===== src/design/core_pkg.sv =====
`default_nettype none

package core_pkg;

    typedef logic [31:0] word_t;
    typedef logic [4:0]  reg_addr_t;

    // Access width of a load or store
    typedef enum logic [1:0] {
        MEM_BYTE,
        MEM_HALF,
        MEM_WORD
    } memop_type_e;

endpackage

`default_nettype wire


===== src/design/cache_pkg.sv =====
`default_nettype none

package cache_pkg;

    localparam int LINE_BYTES  = 16;
    localparam int NUM_LINES   = 16;

    // Address split for a 32-bit address
    localparam int OFFSET_BITS = $clog2(LINE_BYTES);
    localparam int INDEX_BITS  = $clog2(NUM_LINES);
    localparam int TAG_BITS    = 32 - INDEX_BITS - OFFSET_BITS;

    // Byte 0 of the line sits in bits [7:0]
    typedef logic [LINE_BYTES*8-1:0] line_t;
    typedef logic [TAG_BITS-1:0]     tag_t;
    typedef logic [INDEX_BITS-1:0]   index_t;

    typedef enum logic [2:0] {
        ST_LOOKUP,
        ST_WRITEBACK,
        ST_REFILL_REQ,
        ST_REFILL_WAIT,
        ST_COMPLETE
    } cache_state_e;

endpackage

`default_nettype wire


===== src/design/load_align.sv =====
`timescale 1ns/1ns
`default_nettype none

module load_align
    import core_pkg::*;
(
    input  word_t       word_i,
    input  logic [1:0]  offset_i,
    input  memop_type_e type_i,
    input  logic        sign_ext_i,
    output word_t       data_o
);

    word_t shifted;

    // Addressed byte or half moved down to bit 0
    assign shifted = word_i >> {offset_i, 3'b000};

    always_comb begin
        case (type_i)
            MEM_BYTE: begin
                data_o = {{24{sign_ext_i & shifted[7]}}, shifted[7:0]};
            end
            MEM_HALF: begin
                data_o = {{16{sign_ext_i & shifted[15]}}, shifted[15:0]};
            end
            default: begin
                data_o = shifted;
            end
        endcase
    end

endmodule

`default_nettype wire


===== src/design/dcache_tag_array.sv =====
`timescale 1ns/1ns
`default_nettype none

module dcache_tag_array
    import cache_pkg::*;
(
    input  logic   clk_i,
    input  logic   arst_n_i,
    input  index_t index_i,
    input  tag_t   tag_i,
    input  logic   we_i,
    input  logic   set_dirty_i,
    input  logic   mark_clean_i,
    output logic   hit_o,
    output logic   victim_dirty_o,
    output tag_t   victim_tag_o
);

    tag_t tags [NUM_LINES];
    logic [NUM_LINES-1:0] valid_q;
    logic [NUM_LINES-1:0] dirty_q;

    always_ff @(posedge clk_i or negedge arst_n_i) begin
        if (!arst_n_i) begin
            valid_q <= '0;
            dirty_q <= '0;
        end else if (we_i) begin
            // New line arrives clean unless a store lands with it
            valid_q[index_i] <= 1'b1;
            dirty_q[index_i] <= set_dirty_i;
        end else if (set_dirty_i) begin
            dirty_q[index_i] <= 1'b1;
        end else if (mark_clean_i) begin
            dirty_q[index_i] <= 1'b0;
        end
    end

    always_ff @(posedge clk_i) begin
        if (we_i) begin
            tags[index_i] <= tag_i;
        end
    end

    assign hit_o          = valid_q[index_i] && (tags[index_i] == tag_i);
    assign victim_dirty_o = valid_q[index_i] && dirty_q[index_i];
    assign victim_tag_o   = tags[index_i];

endmodule

`default_nettype wire


===== src/design/dcache_data_array.sv =====
`timescale 1ns/1ns
`default_nettype none

module dcache_data_array
    import core_pkg::*;
    import cache_pkg::*;
(
    input  logic                   clk_i,
    input  index_t                 index_i,
    input  logic [OFFSET_BITS-1:0] offset_i,
    input  logic                   refill_we_i,
    input  line_t                  refill_line_i,
    input  logic                   store_we_i,
    input  memop_type_e            store_type_i,
    input  word_t                  store_data_i,
    output word_t                  rd_word_o,
    output line_t                  victim_line_o
);

    line_t lines [NUM_LINES];
    line_t new_line;
    logic [3:0] lane_be;
    word_t lane_data;

    assign victim_line_o = lines[index_i];
    assign rd_word_o     = lines[index_i][offset_i[OFFSET_BITS-1:2]*32 +: 32];

    // Byte lanes touched by the store, data replicated to every lane
    always_comb begin
        lane_be   = 4'b1111;
        lane_data = store_data_i;
        case (store_type_i)
            MEM_BYTE: begin
                lane_be   = 4'b0001 << offset_i[1:0];
                lane_data = {4{store_data_i[7:0]}};
            end
            MEM_HALF: begin
                lane_be   = 4'b0011 << offset_i[1:0];
                lane_data = {2{store_data_i[15:0]}};
            end
            default: begin
                lane_be   = 4'b1111;
                lane_data = store_data_i;
            end
        endcase
    end

    // Store bytes go on top of the refill line when both are written
    always_comb begin
        new_line = refill_we_i ? refill_line_i : lines[index_i];
        if (store_we_i) begin
            for (int b = 0; b < 4; b++) begin
                if (lane_be[b]) begin
                    new_line[(offset_i[OFFSET_BITS-1:2]*4 + b)*8 +: 8] = lane_data[b*8 +: 8];
                end
            end
        end
    end

    always_ff @(posedge clk_i) begin
        if (refill_we_i || store_we_i) begin
            lines[index_i] <= new_line;
        end
    end

endmodule

`default_nettype wire


===== src/design/mem_stage_ctrl.sv =====
`timescale 1ns/1ns
`default_nettype none

module mem_stage_ctrl
    import cache_pkg::*;
(
    input  logic clk_i,
    input  logic arst_n_i,
    input  logic req_valid_i,
    input  logic is_mem_i,
    input  logic hit_i,
    input  logic victim_dirty_i,
    input  logic mem_ready_i,
    output logic hold_en_o,
    output logic use_held_o,
    output logic tag_we_o,
    output logic refill_we_o,
    output logic store_en_o,
    output logic mem_rd_o,
    output logic mem_wr_o,
    output logic sel_victim_addr_o,
    output logic busy_o,
    output logic complete_o
);

    cache_state_e state_q;
    cache_state_e state_d;
    logic lookup;
    logic in_complete;

    always_ff @(posedge clk_i or negedge arst_n_i) begin
        if (!arst_n_i) begin
            state_q <= ST_LOOKUP;
        end else begin
            state_q <= state_d;
        end
    end

    always_comb begin
        state_d = state_q;
        case (state_q)
            ST_LOOKUP: begin
                // Dirty victims go out before the refill
                if (req_valid_i && is_mem_i && !hit_i) begin
                    state_d = victim_dirty_i ? ST_WRITEBACK : ST_REFILL_REQ;
                end
            end
            ST_WRITEBACK: begin
                state_d = ST_REFILL_REQ;
            end
            ST_REFILL_REQ: begin
                state_d = ST_REFILL_WAIT;
            end
            ST_REFILL_WAIT: begin
                if (mem_ready_i) begin
                    state_d = ST_COMPLETE;
                end
            end
            ST_COMPLETE: begin
                state_d = ST_LOOKUP;
            end
            default: begin
                state_d = ST_LOOKUP;
            end
        endcase
    end

    assign lookup      = (state_q == ST_LOOKUP);
    assign in_complete = (state_q == ST_COMPLETE);

    // Latch every accepted request, only misses ever use it
    assign hold_en_o  = lookup && req_valid_i;
    assign use_held_o = !lookup;
    assign busy_o     = !lookup;

    assign mem_wr_o          = (state_q == ST_WRITEBACK);
    assign sel_victim_addr_o = (state_q == ST_WRITEBACK);
    assign mem_rd_o          = (state_q == ST_REFILL_REQ);

    // Refill line and its tag land on the ready edge
    assign refill_we_o = (state_q == ST_REFILL_WAIT) && mem_ready_i;
    assign tag_we_o    = refill_we_o;

    // Held store merges into the fresh line in the complete cycle
    assign store_en_o = (lookup && req_valid_i && hit_i) || in_complete;
    assign complete_o = (lookup && req_valid_i && (!is_mem_i || hit_i)) || in_complete;

    a_wait_after_read: assert property (@(posedge clk_i) disable iff (!arst_n_i)
        (state_q == ST_REFILL_WAIT) |->
            ($past(mem_rd_o) || $past(state_q == ST_REFILL_WAIT)));

endmodule

`default_nettype wire


===== src/design/mem_stage.sv =====
`timescale 1ns/1ns
`default_nettype none

module mem_stage
    import core_pkg::*;
    import cache_pkg::*;
(
    input  logic        clk_i,
    input  logic        arst_n_i,

    // Request from execute
    input  logic        req_valid_i,
    input  logic        memop_rd_i,
    input  logic        memop_wr_i,
    input  memop_type_e memop_type_i,
    input  logic        sign_ext_i,
    input  word_t       alu_res_i,
    input  word_t       st_data_i,
    input  logic        rf_we_i,
    input  reg_addr_t   rf_waddr_i,
    input  logic        tkbr_i,
    input  word_t       new_pc_i,
    input  logic        is_jal_i,
    input  word_t       seq_pc_i,
    output logic        busy_o,

    // To writeback
    output logic        wb_valid_o,
    output word_t       op_res_o,
    output logic        rf_we_o,
    output reg_addr_t   rf_waddr_o,
    output logic        tkbr_o,
    output word_t       new_pc_o,

    // Main memory
    output word_t       mem_addr_o,
    output logic        mem_rd_o,
    output logic        mem_wr_o,
    output line_t       mem_line_o,
    input  line_t       mem_line_i,
    input  logic        mem_ready_i
);

    logic hold_en;
    logic use_held;
    logic tag_we;
    logic refill_we;
    logic store_en;
    logic store_we;
    logic sel_victim;
    logic complete;
    logic hit;
    logic victim_dirty;
    tag_t victim_tag;
    word_t rd_word;
    word_t load_data;

    // Request held across a miss
    logic held_rd, held_wr, held_sign_ext, held_rf_we, held_tkbr, held_is_jal;
    memop_type_e held_type;
    word_t held_alu_res, held_st_data, held_new_pc, held_seq_pc;
    reg_addr_t held_rf_waddr;

    // Request seen by the cache this cycle
    logic req_rd, req_wr, req_sign_ext, req_rf_we, req_tkbr, req_is_jal;
    memop_type_e req_type;
    word_t req_alu_res, req_st_data, req_new_pc, req_seq_pc;
    reg_addr_t req_rf_waddr;
    tag_t req_tag;
    index_t req_index;
    logic [OFFSET_BITS-1:0] req_offset;

    always_ff @(posedge clk_i) begin
        if (hold_en) begin
            held_rd       <= memop_rd_i;
            held_wr       <= memop_wr_i;
            held_type     <= memop_type_i;
            held_sign_ext <= sign_ext_i;
            held_alu_res  <= alu_res_i;
            held_st_data  <= st_data_i;
            held_rf_we    <= rf_we_i;
            held_rf_waddr <= rf_waddr_i;
            held_tkbr     <= tkbr_i;
            held_new_pc   <= new_pc_i;
            held_is_jal   <= is_jal_i;
            held_seq_pc   <= seq_pc_i;
        end
    end

    assign req_rd       = use_held ? held_rd       : memop_rd_i;
    assign req_wr       = use_held ? held_wr       : memop_wr_i;
    assign req_type     = use_held ? held_type     : memop_type_i;
    assign req_sign_ext = use_held ? held_sign_ext : sign_ext_i;
    assign req_alu_res  = use_held ? held_alu_res  : alu_res_i;
    assign req_st_data  = use_held ? held_st_data  : st_data_i;
    assign req_rf_we    = use_held ? held_rf_we    : rf_we_i;
    assign req_rf_waddr = use_held ? held_rf_waddr : rf_waddr_i;
    assign req_tkbr     = use_held ? held_tkbr     : tkbr_i;
    assign req_new_pc   = use_held ? held_new_pc   : new_pc_i;
    assign req_is_jal   = use_held ? held_is_jal   : is_jal_i;
    assign req_seq_pc   = use_held ? held_seq_pc   : seq_pc_i;

    assign req_tag    = req_alu_res[31 -: TAG_BITS];
    assign req_index  = req_alu_res[OFFSET_BITS +: INDEX_BITS];
    assign req_offset = req_alu_res[OFFSET_BITS-1:0];

    assign store_we = store_en && req_wr;

    // Victim line address during writeback, miss line address otherwise
    assign mem_addr_o = {sel_victim ? victim_tag : req_tag, req_index, {OFFSET_BITS{1'b0}}};

    mem_stage_ctrl i_ctrl (
        .clk_i             (clk_i),
        .arst_n_i          (arst_n_i),
        .req_valid_i       (req_valid_i),
        .is_mem_i          (req_rd || req_wr),
        .hit_i             (hit),
        .victim_dirty_i    (victim_dirty),
        .mem_ready_i       (mem_ready_i),
        .hold_en_o         (hold_en),
        .use_held_o        (use_held),
        .tag_we_o          (tag_we),
        .refill_we_o       (refill_we),
        .store_en_o        (store_en),
        .mem_rd_o          (mem_rd_o),
        .mem_wr_o          (mem_wr_o),
        .sel_victim_addr_o (sel_victim),
        .busy_o            (busy_o),
        .complete_o        (complete)
    );

    dcache_tag_array i_tags (
        .clk_i          (clk_i),
        .arst_n_i       (arst_n_i),
        .index_i        (req_index),
        .tag_i          (req_tag),
        .we_i           (tag_we),
        .set_dirty_i    (store_we),
        .mark_clean_i   (mem_wr_o),
        .hit_o          (hit),
        .victim_dirty_o (victim_dirty),
        .victim_tag_o   (victim_tag)
    );

    dcache_data_array i_data (
        .clk_i         (clk_i),
        .index_i       (req_index),
        .offset_i      (req_offset),
        .refill_we_i   (refill_we),
        .refill_line_i (mem_line_i),
        .store_we_i    (store_we),
        .store_type_i  (req_type),
        .store_data_i  (req_st_data),
        .rd_word_o     (rd_word),
        .victim_line_o (mem_line_o)
    );

    load_align i_align (
        .word_i     (rd_word),
        .offset_i   (req_offset[1:0]),
        .type_i     (req_type),
        .sign_ext_i (req_sign_ext),
        .data_o     (load_data)
    );

    always_ff @(posedge clk_i or negedge arst_n_i) begin
        if (!arst_n_i) begin
            wb_valid_o <= 1'b0;
        end else begin
            wb_valid_o <= complete;
        end
    end

    always_ff @(posedge clk_i) begin
        if (complete) begin
            op_res_o   <= req_rd ? load_data : (req_is_jal ? req_seq_pc : req_alu_res);
            // Stores never write the register file
            rf_we_o    <= req_rf_we && !req_wr;
            rf_waddr_o <= req_rf_waddr;
            tkbr_o     <= req_tkbr;
            new_pc_o   <= req_new_pc;
        end
    end

    a_no_req_busy: assert property (@(posedge clk_i) disable iff (!arst_n_i)
        req_valid_i |-> !busy_o);

    a_mem_excl: assert property (@(posedge clk_i) disable iff (!arst_n_i)
        !(mem_rd_o && mem_wr_o));

endmodule

`default_nettype wire


===== config.mk =====
export PLATFORM = sky130hd
export DESIGN_NAME = mem_stage
export DESIGN_NICKNAME = d
export VERILOG_FILES = /design/src/design/core_pkg.sv /design/src/design/cache_pkg.sv /design/src/design/load_align.sv /design/src/design/dcache_tag_array.sv /design/src/design/dcache_data_array.sv /design/src/design/mem_stage_ctrl.sv /design/src/design/mem_stage.sv
export SDC_FILE = /design/constraint.sdc
export NUM_CORES = 2
export LEC_CHECK = 0
export ABC_AREA = 1
export BUFFER_PORTS_ARGS = -buffer_cell sky130_fd_sc_hd__buf_2
export CAP_MARGIN = 40
export CORE_MARGIN = 1.5
export CORE_UTILIZATION = 44
export DETAILED_ROUTE_END_ITERATION = 10
export PLACE_DENSITY = 0.62
export SLEW_MARGIN = 20
export SYNTH_ARGS = -nofsm -noshare
export SYNTH_HDL_FRONTEND = slang
export SYNTH_HIERARCHICAL = 1
export SYNTH_SLANG_ARGS = --single-unit

===== constraint.sdc =====
create_clock -name clk_i -period 9.4 [get_ports clk_i]
set_input_delay 0.94 -clock clk_i [delete_from_list [all_inputs] [get_ports clk_i]]
set_output_delay 0.94 -clock clk_i [all_outputs]
set_load 0.02 [all_outputs]

After elaboration in Yosys (flattened, before gate mapping)
Memories as Yosys holds them, arrays and structs flattened.
Cells that the tools add are included.
- $mul: 0
- $lt $le $gt $ge: 2
- add/subtract/negate cells: 7
- muxes and demuxes: 49
- eq/ne operators: 8
- shift operators: 12
- div/mod/pow operators: 0
- bitwise operators: 6
- reductions and logical operators: 24
- operators with widths (operator ; count):
    128-bit two-way mux ; 9
    128-bit bitwise mux ; 4
    8-bit by 34-bit variable shift with 128-bit output (first input constant) ; 4
    8-bit by 34-bit indexed part select with 128-bit output ; 4
    32-bit two-way mux ; 6
    32-bit one-hot mux with 2 select lines ; 2
    128-bit by 8-bit indexed part select with 32-bit output ; 1
    32-bit negation with 34-bit output ; 3
    16-bit two-way mux ; 3
    7-bit negation with 34-bit output ; 1
    16-bit bitwise OR ; 2
    32-bit by 5-bit >> shifter with 32-bit output ; 1
    24-bit == test ; 1
    24-bit two-way mux ; 1
    16-bit AND ; 1
    16-bit bitwise mux ; 1
    16-bit NOT ; 1
    1-bit two-way mux ; 13
    3-bit one-hot mux with 4 select lines ; 1
    1-bit logical AND ; 11
    4-bit by 2-bit adder with 5-bit output (second input constant) ; 2
    1-bit binary-select mux with 4-bit select ; 2
    4-bit one-hot mux with 2 select lines ; 1
    3-bit by 2-bit == test with 1-bit output (second input constant) ; 2
    20 further kinds ; 31
- output and inout bits: 235
- memories kept: 2
- bits in writable memories: 2432
- input bits: 273
- bits in latches: 0
- bits in registers: 248
- logic and storage cells: 131
- bits in read-only memories: 0
- memory list (name ; depth ; width ; read ports ; clocked after Yosys merged registers in ; write ports ; line ; text):
    i_data.lines ; 16 ; 128 ; 1 ; 0 ; 1 ; dcache_data_array.sv:20 ; line_t lines [NUM_LINES];
    i_tags.tags ; 16 ; 24 ; 1 ; 0 ; 1 ; dcache_tag_array.sv:19 ; tag_t tags [NUM_LINES];

Depth between registers and ports, before layout
- word-level depth: 18
- depth in mapped cells: 39

By module
Netlist, hierarchy kept.
- by module, submodules not included (module ; area each (um^2) ; cells an instance ; instances):
    dcache_data_array ; 89439.5 ; 9070 ; 1
    dcache_tag_array ; 17740.8 ; 1751 ; 1
    mem_stage ; 9838.2 ; 1071 ; 1
    load_align ; 809.5 ; 173 ; 1
    mem_stage_ctrl ; 242.7 ; 34 ; 1

Worst setup path before layout
Ideal clock, no wire load.
- path type: flip-flop to flip-flop
- start: register i_ctrl.state_q[0]
- end: memory i_data/lines[13][0] (netlist name), enable pin
- clock period less this slack: 9.603 ns
- buffers on the path: 8
- data required time: 8.783 ns
- arrival: 8.986 ns
- cell stages (with the launch flop): 33
- library setup time: 0.617 ns
- path slack: -0.203 ns
- cells stage by stage: dfrtp_1 > nor2_2 > nand2_2 > buf_4 > buf_6 > inv_2 > buf_6 > buf_6 > nand2_1 > nand2_1 > inv_1 > buf_6 > buf_4 > nand2_1 > inv_1 > buf_2 > nand2_1 > nand4_1 > nand2_1 > nand2_1 > nor2_1 > nand2_1 > nand2_1 > nor2_1 > nand3_1 > nor2_1 > nor2_1 > nor2_4 > nor3_1 > clkbuf_1 > or2_2 > nand3_1 > nor2_1
- longest elaborated chain between the ends: 11
- elaborated cells on any way between the ends: 18
- those cells by class: 3 x eq/ne; 6 x mux; 8 x reduce/logical; 1 x memory
- RTL lines (item ; line ; text):
    start: declaration ; mem_stage_ctrl.sv:26 ; cache_state_e state_q;
    start signal: assignment ; mem_stage_ctrl.sv:35 ; state_q <= state_d;
    3-bit logical NOT (*) ; mem_stage_ctrl.sv:68 ; assign lookup = (state_q == ST_LOOKUP);
    32-bit two-way mux (*) ; mem_stage.sv:94 ; assign req_alu_res = use_held ? held_alu_res : alu_res_i;
    via req_alu_res[4] ; mem_stage.sv:67 ; word_t req_alu_res, req_st_data, req_new_pc, req_seq_pc;
    memory read 16 x 24 bit or 1-bit binary-select mux with 4-bit select (tied branches) ; - ;
    24-bit == test or 1-bit two-way mux (tied branches) ; dcache_tag_array.sv:44 ; assign hit_o = valid_q[index_i] && (tags[index_i] == tag_i);
    1-bit logical AND (*) ; dcache_tag_array.sv:44 ;
    via hit ; mem_stage.sv:52 ; logic hit;
    1-bit logical AND (*) ; mem_stage_ctrl.sv:85 ; assign store_en_o = (lookup && req_valid_i && hit_i) || in_complete;
    1-bit logical OR (*) ; mem_stage_ctrl.sv:85 ;
    1-bit logical AND (*) ; mem_stage.sv:107 ; assign store_we = store_en && req_wr;
    1-bit logical OR (*) ; dcache_data_array.sv:61 ; if (refill_we_i || store_we_i) begin
    1-bit two-way mux (*) ; dcache_data_array.sv:61 ;
    1-bit two-way mux (not written as such) (*) ; dcache_data_array.sv:62 ; lines[index_i] <= new_line;
    end: declaration ; dcache_data_array.sv:20 ;
Mark *: on every way through the listed nets, which the timed path passes. The rest lies on a longest branch. The select of a mux whose other input is x is not followed.

Final worst setup path
- start: register i_ctrl.state_q[1]
- end: memory i_data/lines[9][90] (netlist name), data pin
- elaborated cells on any way between the ends: 52
- those cells by class: 7 x add/sub; 4 x eq/ne; 10 x shift; 21 x mux; 8 x reduce/logical; 2 x memory
- RTL lines (item ; line ; text):
    3-bit logical NOT ; mem_stage_ctrl.sv:68 ;
    32-bit two-way mux ; mem_stage.sv:94 ;
    memory read 16 x 24 bit ; - ;
    via victim_tag[16] ; mem_stage.sv:54 ; tag_t victim_tag;
    24-bit == test ; dcache_tag_array.sv:44 ;
    1-bit logical AND ; dcache_tag_array.sv:44 ;
    via hit ; mem_stage.sv:52 ;
    1-bit logical AND ; mem_stage_ctrl.sv:85 ;
    1-bit logical OR ; mem_stage_ctrl.sv:85 ;
    via store_en ; mem_stage.sv:48 ; logic store_en;
    1-bit logical AND ; mem_stage.sv:107 ;
    via store_we ; mem_stage.sv:49 ; logic store_we;
    128-bit two-way mux ; dcache_data_array.sv:51 ; if (store_we_i) begin
    via i_data.new_line[90] ; dcache_data_array.sv:21 ; line_t new_line;
The timed path passes the listed nets, and every way through them passes these cells. The select of a mux whose other input is x is not followed.

==> results.json <==
{
  "grtUsageMet3_pct": 7.18,
  "worst_ep_required_time_ps": 9980,
  "grt_max_degree": 212,
  "finalCritPeriodShare_pct": 81.6,
  "synthMuxAreaShare_pct": 0.00848,
  "synth-main-ff-cell": "edfxtp_1",
  "ios": 508,
  "max_stage_delay_ps": 700,
  "vias": 90026,
  "htree_levels": 5,
  "post-cts-setup-buffers": 0,
  "hold_viol_final": 0,
  "yosysWarnings": 6,
  "power.leakage_nw": 57.6,
  "synth_cell_types": 41,
  "dp_hpwl_um": 250000,
  "finalInstanceArea_sq_um": 134000,
  "synth-compound-area-share_pct": 1.94,
  "synth_xor_area_share_pct": 0,
  "grt.total_usage_pct": 29.9,
  "dpl-instance-area_sq_um": 125000,
  "yosysTopAreaCell": "edfxtp_1",
  "grt_pass1_vias": 83127,
  "rsz0062_at_grt": "false",
  "drc": 0,
  "hold_ws_ps": 238,
  "ys_seq_area_share_pct": 68.0,
  "cts_buffers": 293,
  "synth-simple-area-share_pct": 26.2,
  "vias_per_cell": 5.51,
  "ir_drop_v": 0.000289,
  "nets": 12854,
  "tightest_slew_ps": 1120,
  "final.fill_count": 23799,
  "clk-insertion-delay-late_ps": 890,
  "synth_area_leaders": "edfxtp_1 (67%), nand2_1 (23%), buf_2 (1.3%)",
  "hp-class": "in2reg",
  "fp-row-count": 189,
  "cts_tree": "done",
  "syn_inst": 12099,
  "cts.path.max_buffers": 4,
  "grt_pass1_wl_um": 586000,
  "antenna_found_initial": 44,
  "fmax_mhz": 130,
  "die_w_um": 521,
  "core_sq_um": 266000,
  "busiest_layer": "met2",
  "crit_path_end_kind": "flop",
  "die-area_sq_um": 271000,
  "maxCapViolations": 0,
  "synth-edff-count": 2644,
  "relSlewSlack_pct": 25.0,
  "ant_nets": 0,
  "dr.pass1.iters": 6,
  "layout_min_cycle_time_ps": 7670,
  "holdBufCountCts": 1,
  "path_clk_slew_ps": 60,
  "synth_area_sq_um": 118000,
  "wirelength_um": 414000,
  "slew_violations": 0,
  "finalSetupViolations": 0,
  "critical_path_class": "reg2reg",
  "crit_fanout": 112,
  "ys_ff_latch": 2680,
  "status": "finished, final reports clean",
  "syn_area_per_cell_sq_um": 9.76,
  "gr-usage-met1_pct": 38.4,
  "synthAdderAreaFrac_pct": 0.0530,
  "critical_path.startpoint_type": "flop",
  "dieHeight_um": 521,
  "wl_per_cell_um": 25.4,
  "synth_top_family_by_area": "simple AND/OR/NAND/NOR gates",
  "finalWeightedCongestion": 0.952,
  "synth_top_area_share_pct": 67.2,
  "clock_sinks": 2680,
  "grt_overflow": 0,
  "root_buffer": "clkbuf_16",
  "numPortBuffers": 503,
  "use_met2_pct": 45.4,
  "async_reset_ff_share_pct": 1.34,
  "finalClockSkew_ps": 88.8,
  "path_common_cell": "nand2_1",
  "area_growth_pct": 13.9,
  "cp_slowest_cell": "nor2_2",
  "layout-drive-gt1-share_pct": 10.2,
  "cp.arrival_ps": 8250,
  "power_density_nw_per_um2": 407,
  "initial_utilization_pct": 44.4,
  "cts_resized": 0,
  "drt_iter0_markers": 11560
}
[cells in the final DEF (no fill, tap or decap), types with 16 or more instances in the layout]
cell and n:
a21oi_1 183, a22oi_1 20, a31oi_1 44, buf_12 52, buf_16 16, buf_2 504, buf_4 214, bufinv_16 19
clkbuf_1 52, clkbuf_16 302, clkinv_1 62, clkinv_2 41, dfrtp_1 36, diode_2 18, edfxtp_1 2644, inv_1 290
inv_6 17, nand2_1 7283, nand3_1 215, nand4_1 114, nor2_1 359, nor2_2 33, nor2_4 22, o21ai_0 96
o21ai_1 42, or2_2 16
[cells in the mapped netlist (2+ instances only)]
library cell  number
nand2_1         7283
edfxtp_1        2644
nor2_1           398
buf_2            303
inv_1            299
nand3_1          215
a21oi_1          186
clkbuf_1         150
nand4_1          114
o21ai_0           97
buf_4             83
buf_1             48
a31oi_1           44
o21ai_1           42
dfrtp_1           36
buf_6             32
a22oi_1           20
or2_2             16
nor2_2            14
inv_2             13
o21bai_1          11
nor3_1             8
a41oi_1            6
ha_1               5
nand3_2            4
o211ai_1           4
o22ai_1            4
clkinv_1           3
nand2_2            3
nor2_4             2
o21a_1             2
[per-stage QoR]
step / util, % / worst slack, ps / TNS [ps] / total power [W] / cells
after floorplan: - / -203 / -377520 / 0.0326 / 12102
after global placement: 46.6 / 1610 / 0 / 0.0420 / 15706
after detailed placement: 47.0 / 1480 / 0 / 0.0429 / 15802
after CTS: 50.5 / 1520 / 0 / 0.0540 / 16311
after global routing: 50.5 / 1540 / 0 / 0.0569 / 16327
final: 50.5 / 1730 / 0 / 0.0548 / 16340
[worst max-delay path, delay by kind of cell, from the launching register on]
family | cells | cell delay, ps
DFF | 1 | 450
buffers and inverters | 8 | 2410
and+or+nand+nor | 25 | 4260
[routing by layer]
layer  vias to the layer above  wire length (um)  share of wire [%]
met4                        30             31100                7.5
met3                      1162             48300                 12
met5                         -               328              0.079
met2                      5380            183000                 44
met1                     43071            152000                 37
li1                      40383                 -                  -
[cells by family (layout without fill, tap and decap cells)]
logic type               Yosys count  in the layout
AO/OA/AOI/OAI                    419            419
flip-flops                      2680           2680
buffers and inverters            931           1618
multiplexers                       1              1
AND/OR/NAND/NOR                 8062           8062
adder cells (fa/ha/maj)            5              5
other                              1             22
[state kept, by name (all words and copies together), names as in the netlist, 3 cells and up, named ones only]
register / cells
held_alu_res: 32
held_new_pc: 32
held_rf_waddr: 5
held_seq_pc: 32
held_st_data: 32
i_ctrl/state_q: 3
i_data/lines: 2048
i_tags/tags: 384
i_tags/valid_q: 16
new_pc_o: 32
op_res_o: 32
rf_waddr_o: 5
[path summary, 6_finish.rpt]
path,startpoint,depth (start not counted),endpoint,slack [ps]
max,i_ctrl/state_q[1]$_DFFE_PN0P_,33,i_data/lines[9][90]$_DFFE_PP_,1730
min,st_data_i[20],1,held_st_data[20]$_DFFE_PP_,240
max reg2reg,i_ctrl/state_q[1]$_DFFE_PN0P_,33,i_data/lines[9][90]$_DFFE_PP_,1730
min reg2reg,i_tags/valid_q[3]$_DFFE_PN0P_,2,i_tags/valid_q[3]$_DFFE_PN0P_,470
max in group asynchronous,arst_n_i,3,async pin,8430
min in group asynchronous,arst_n_i,2,async pin,500
[final cells by class]
class / count / area, sq um / area share (%)
Multi-Input combinational cell: 8491 / 33600 / 25.0
Sequential cell: 2680 / 80300 / 59.7
Timing Repair Buffer: 795 / 5710 / 4.25
Antenna cell: 18 / 45.0 / 0.0335
Inverter: 315 / 1250 / 0.928
Clock inverter: 151 / 1340 / 0.997
Clock buffer: 357 / 7790 / 5.80
Tap cell: 3533 / 4420 / 3.29
[power breakdown]
group	internal, W	switching (W)
clock network	0.00642	0.00473
registers	0.0181	0.000225
logic	0.00547	0.0199
total	0.0300	0.0248
Power figures use the tool's default switching activity.
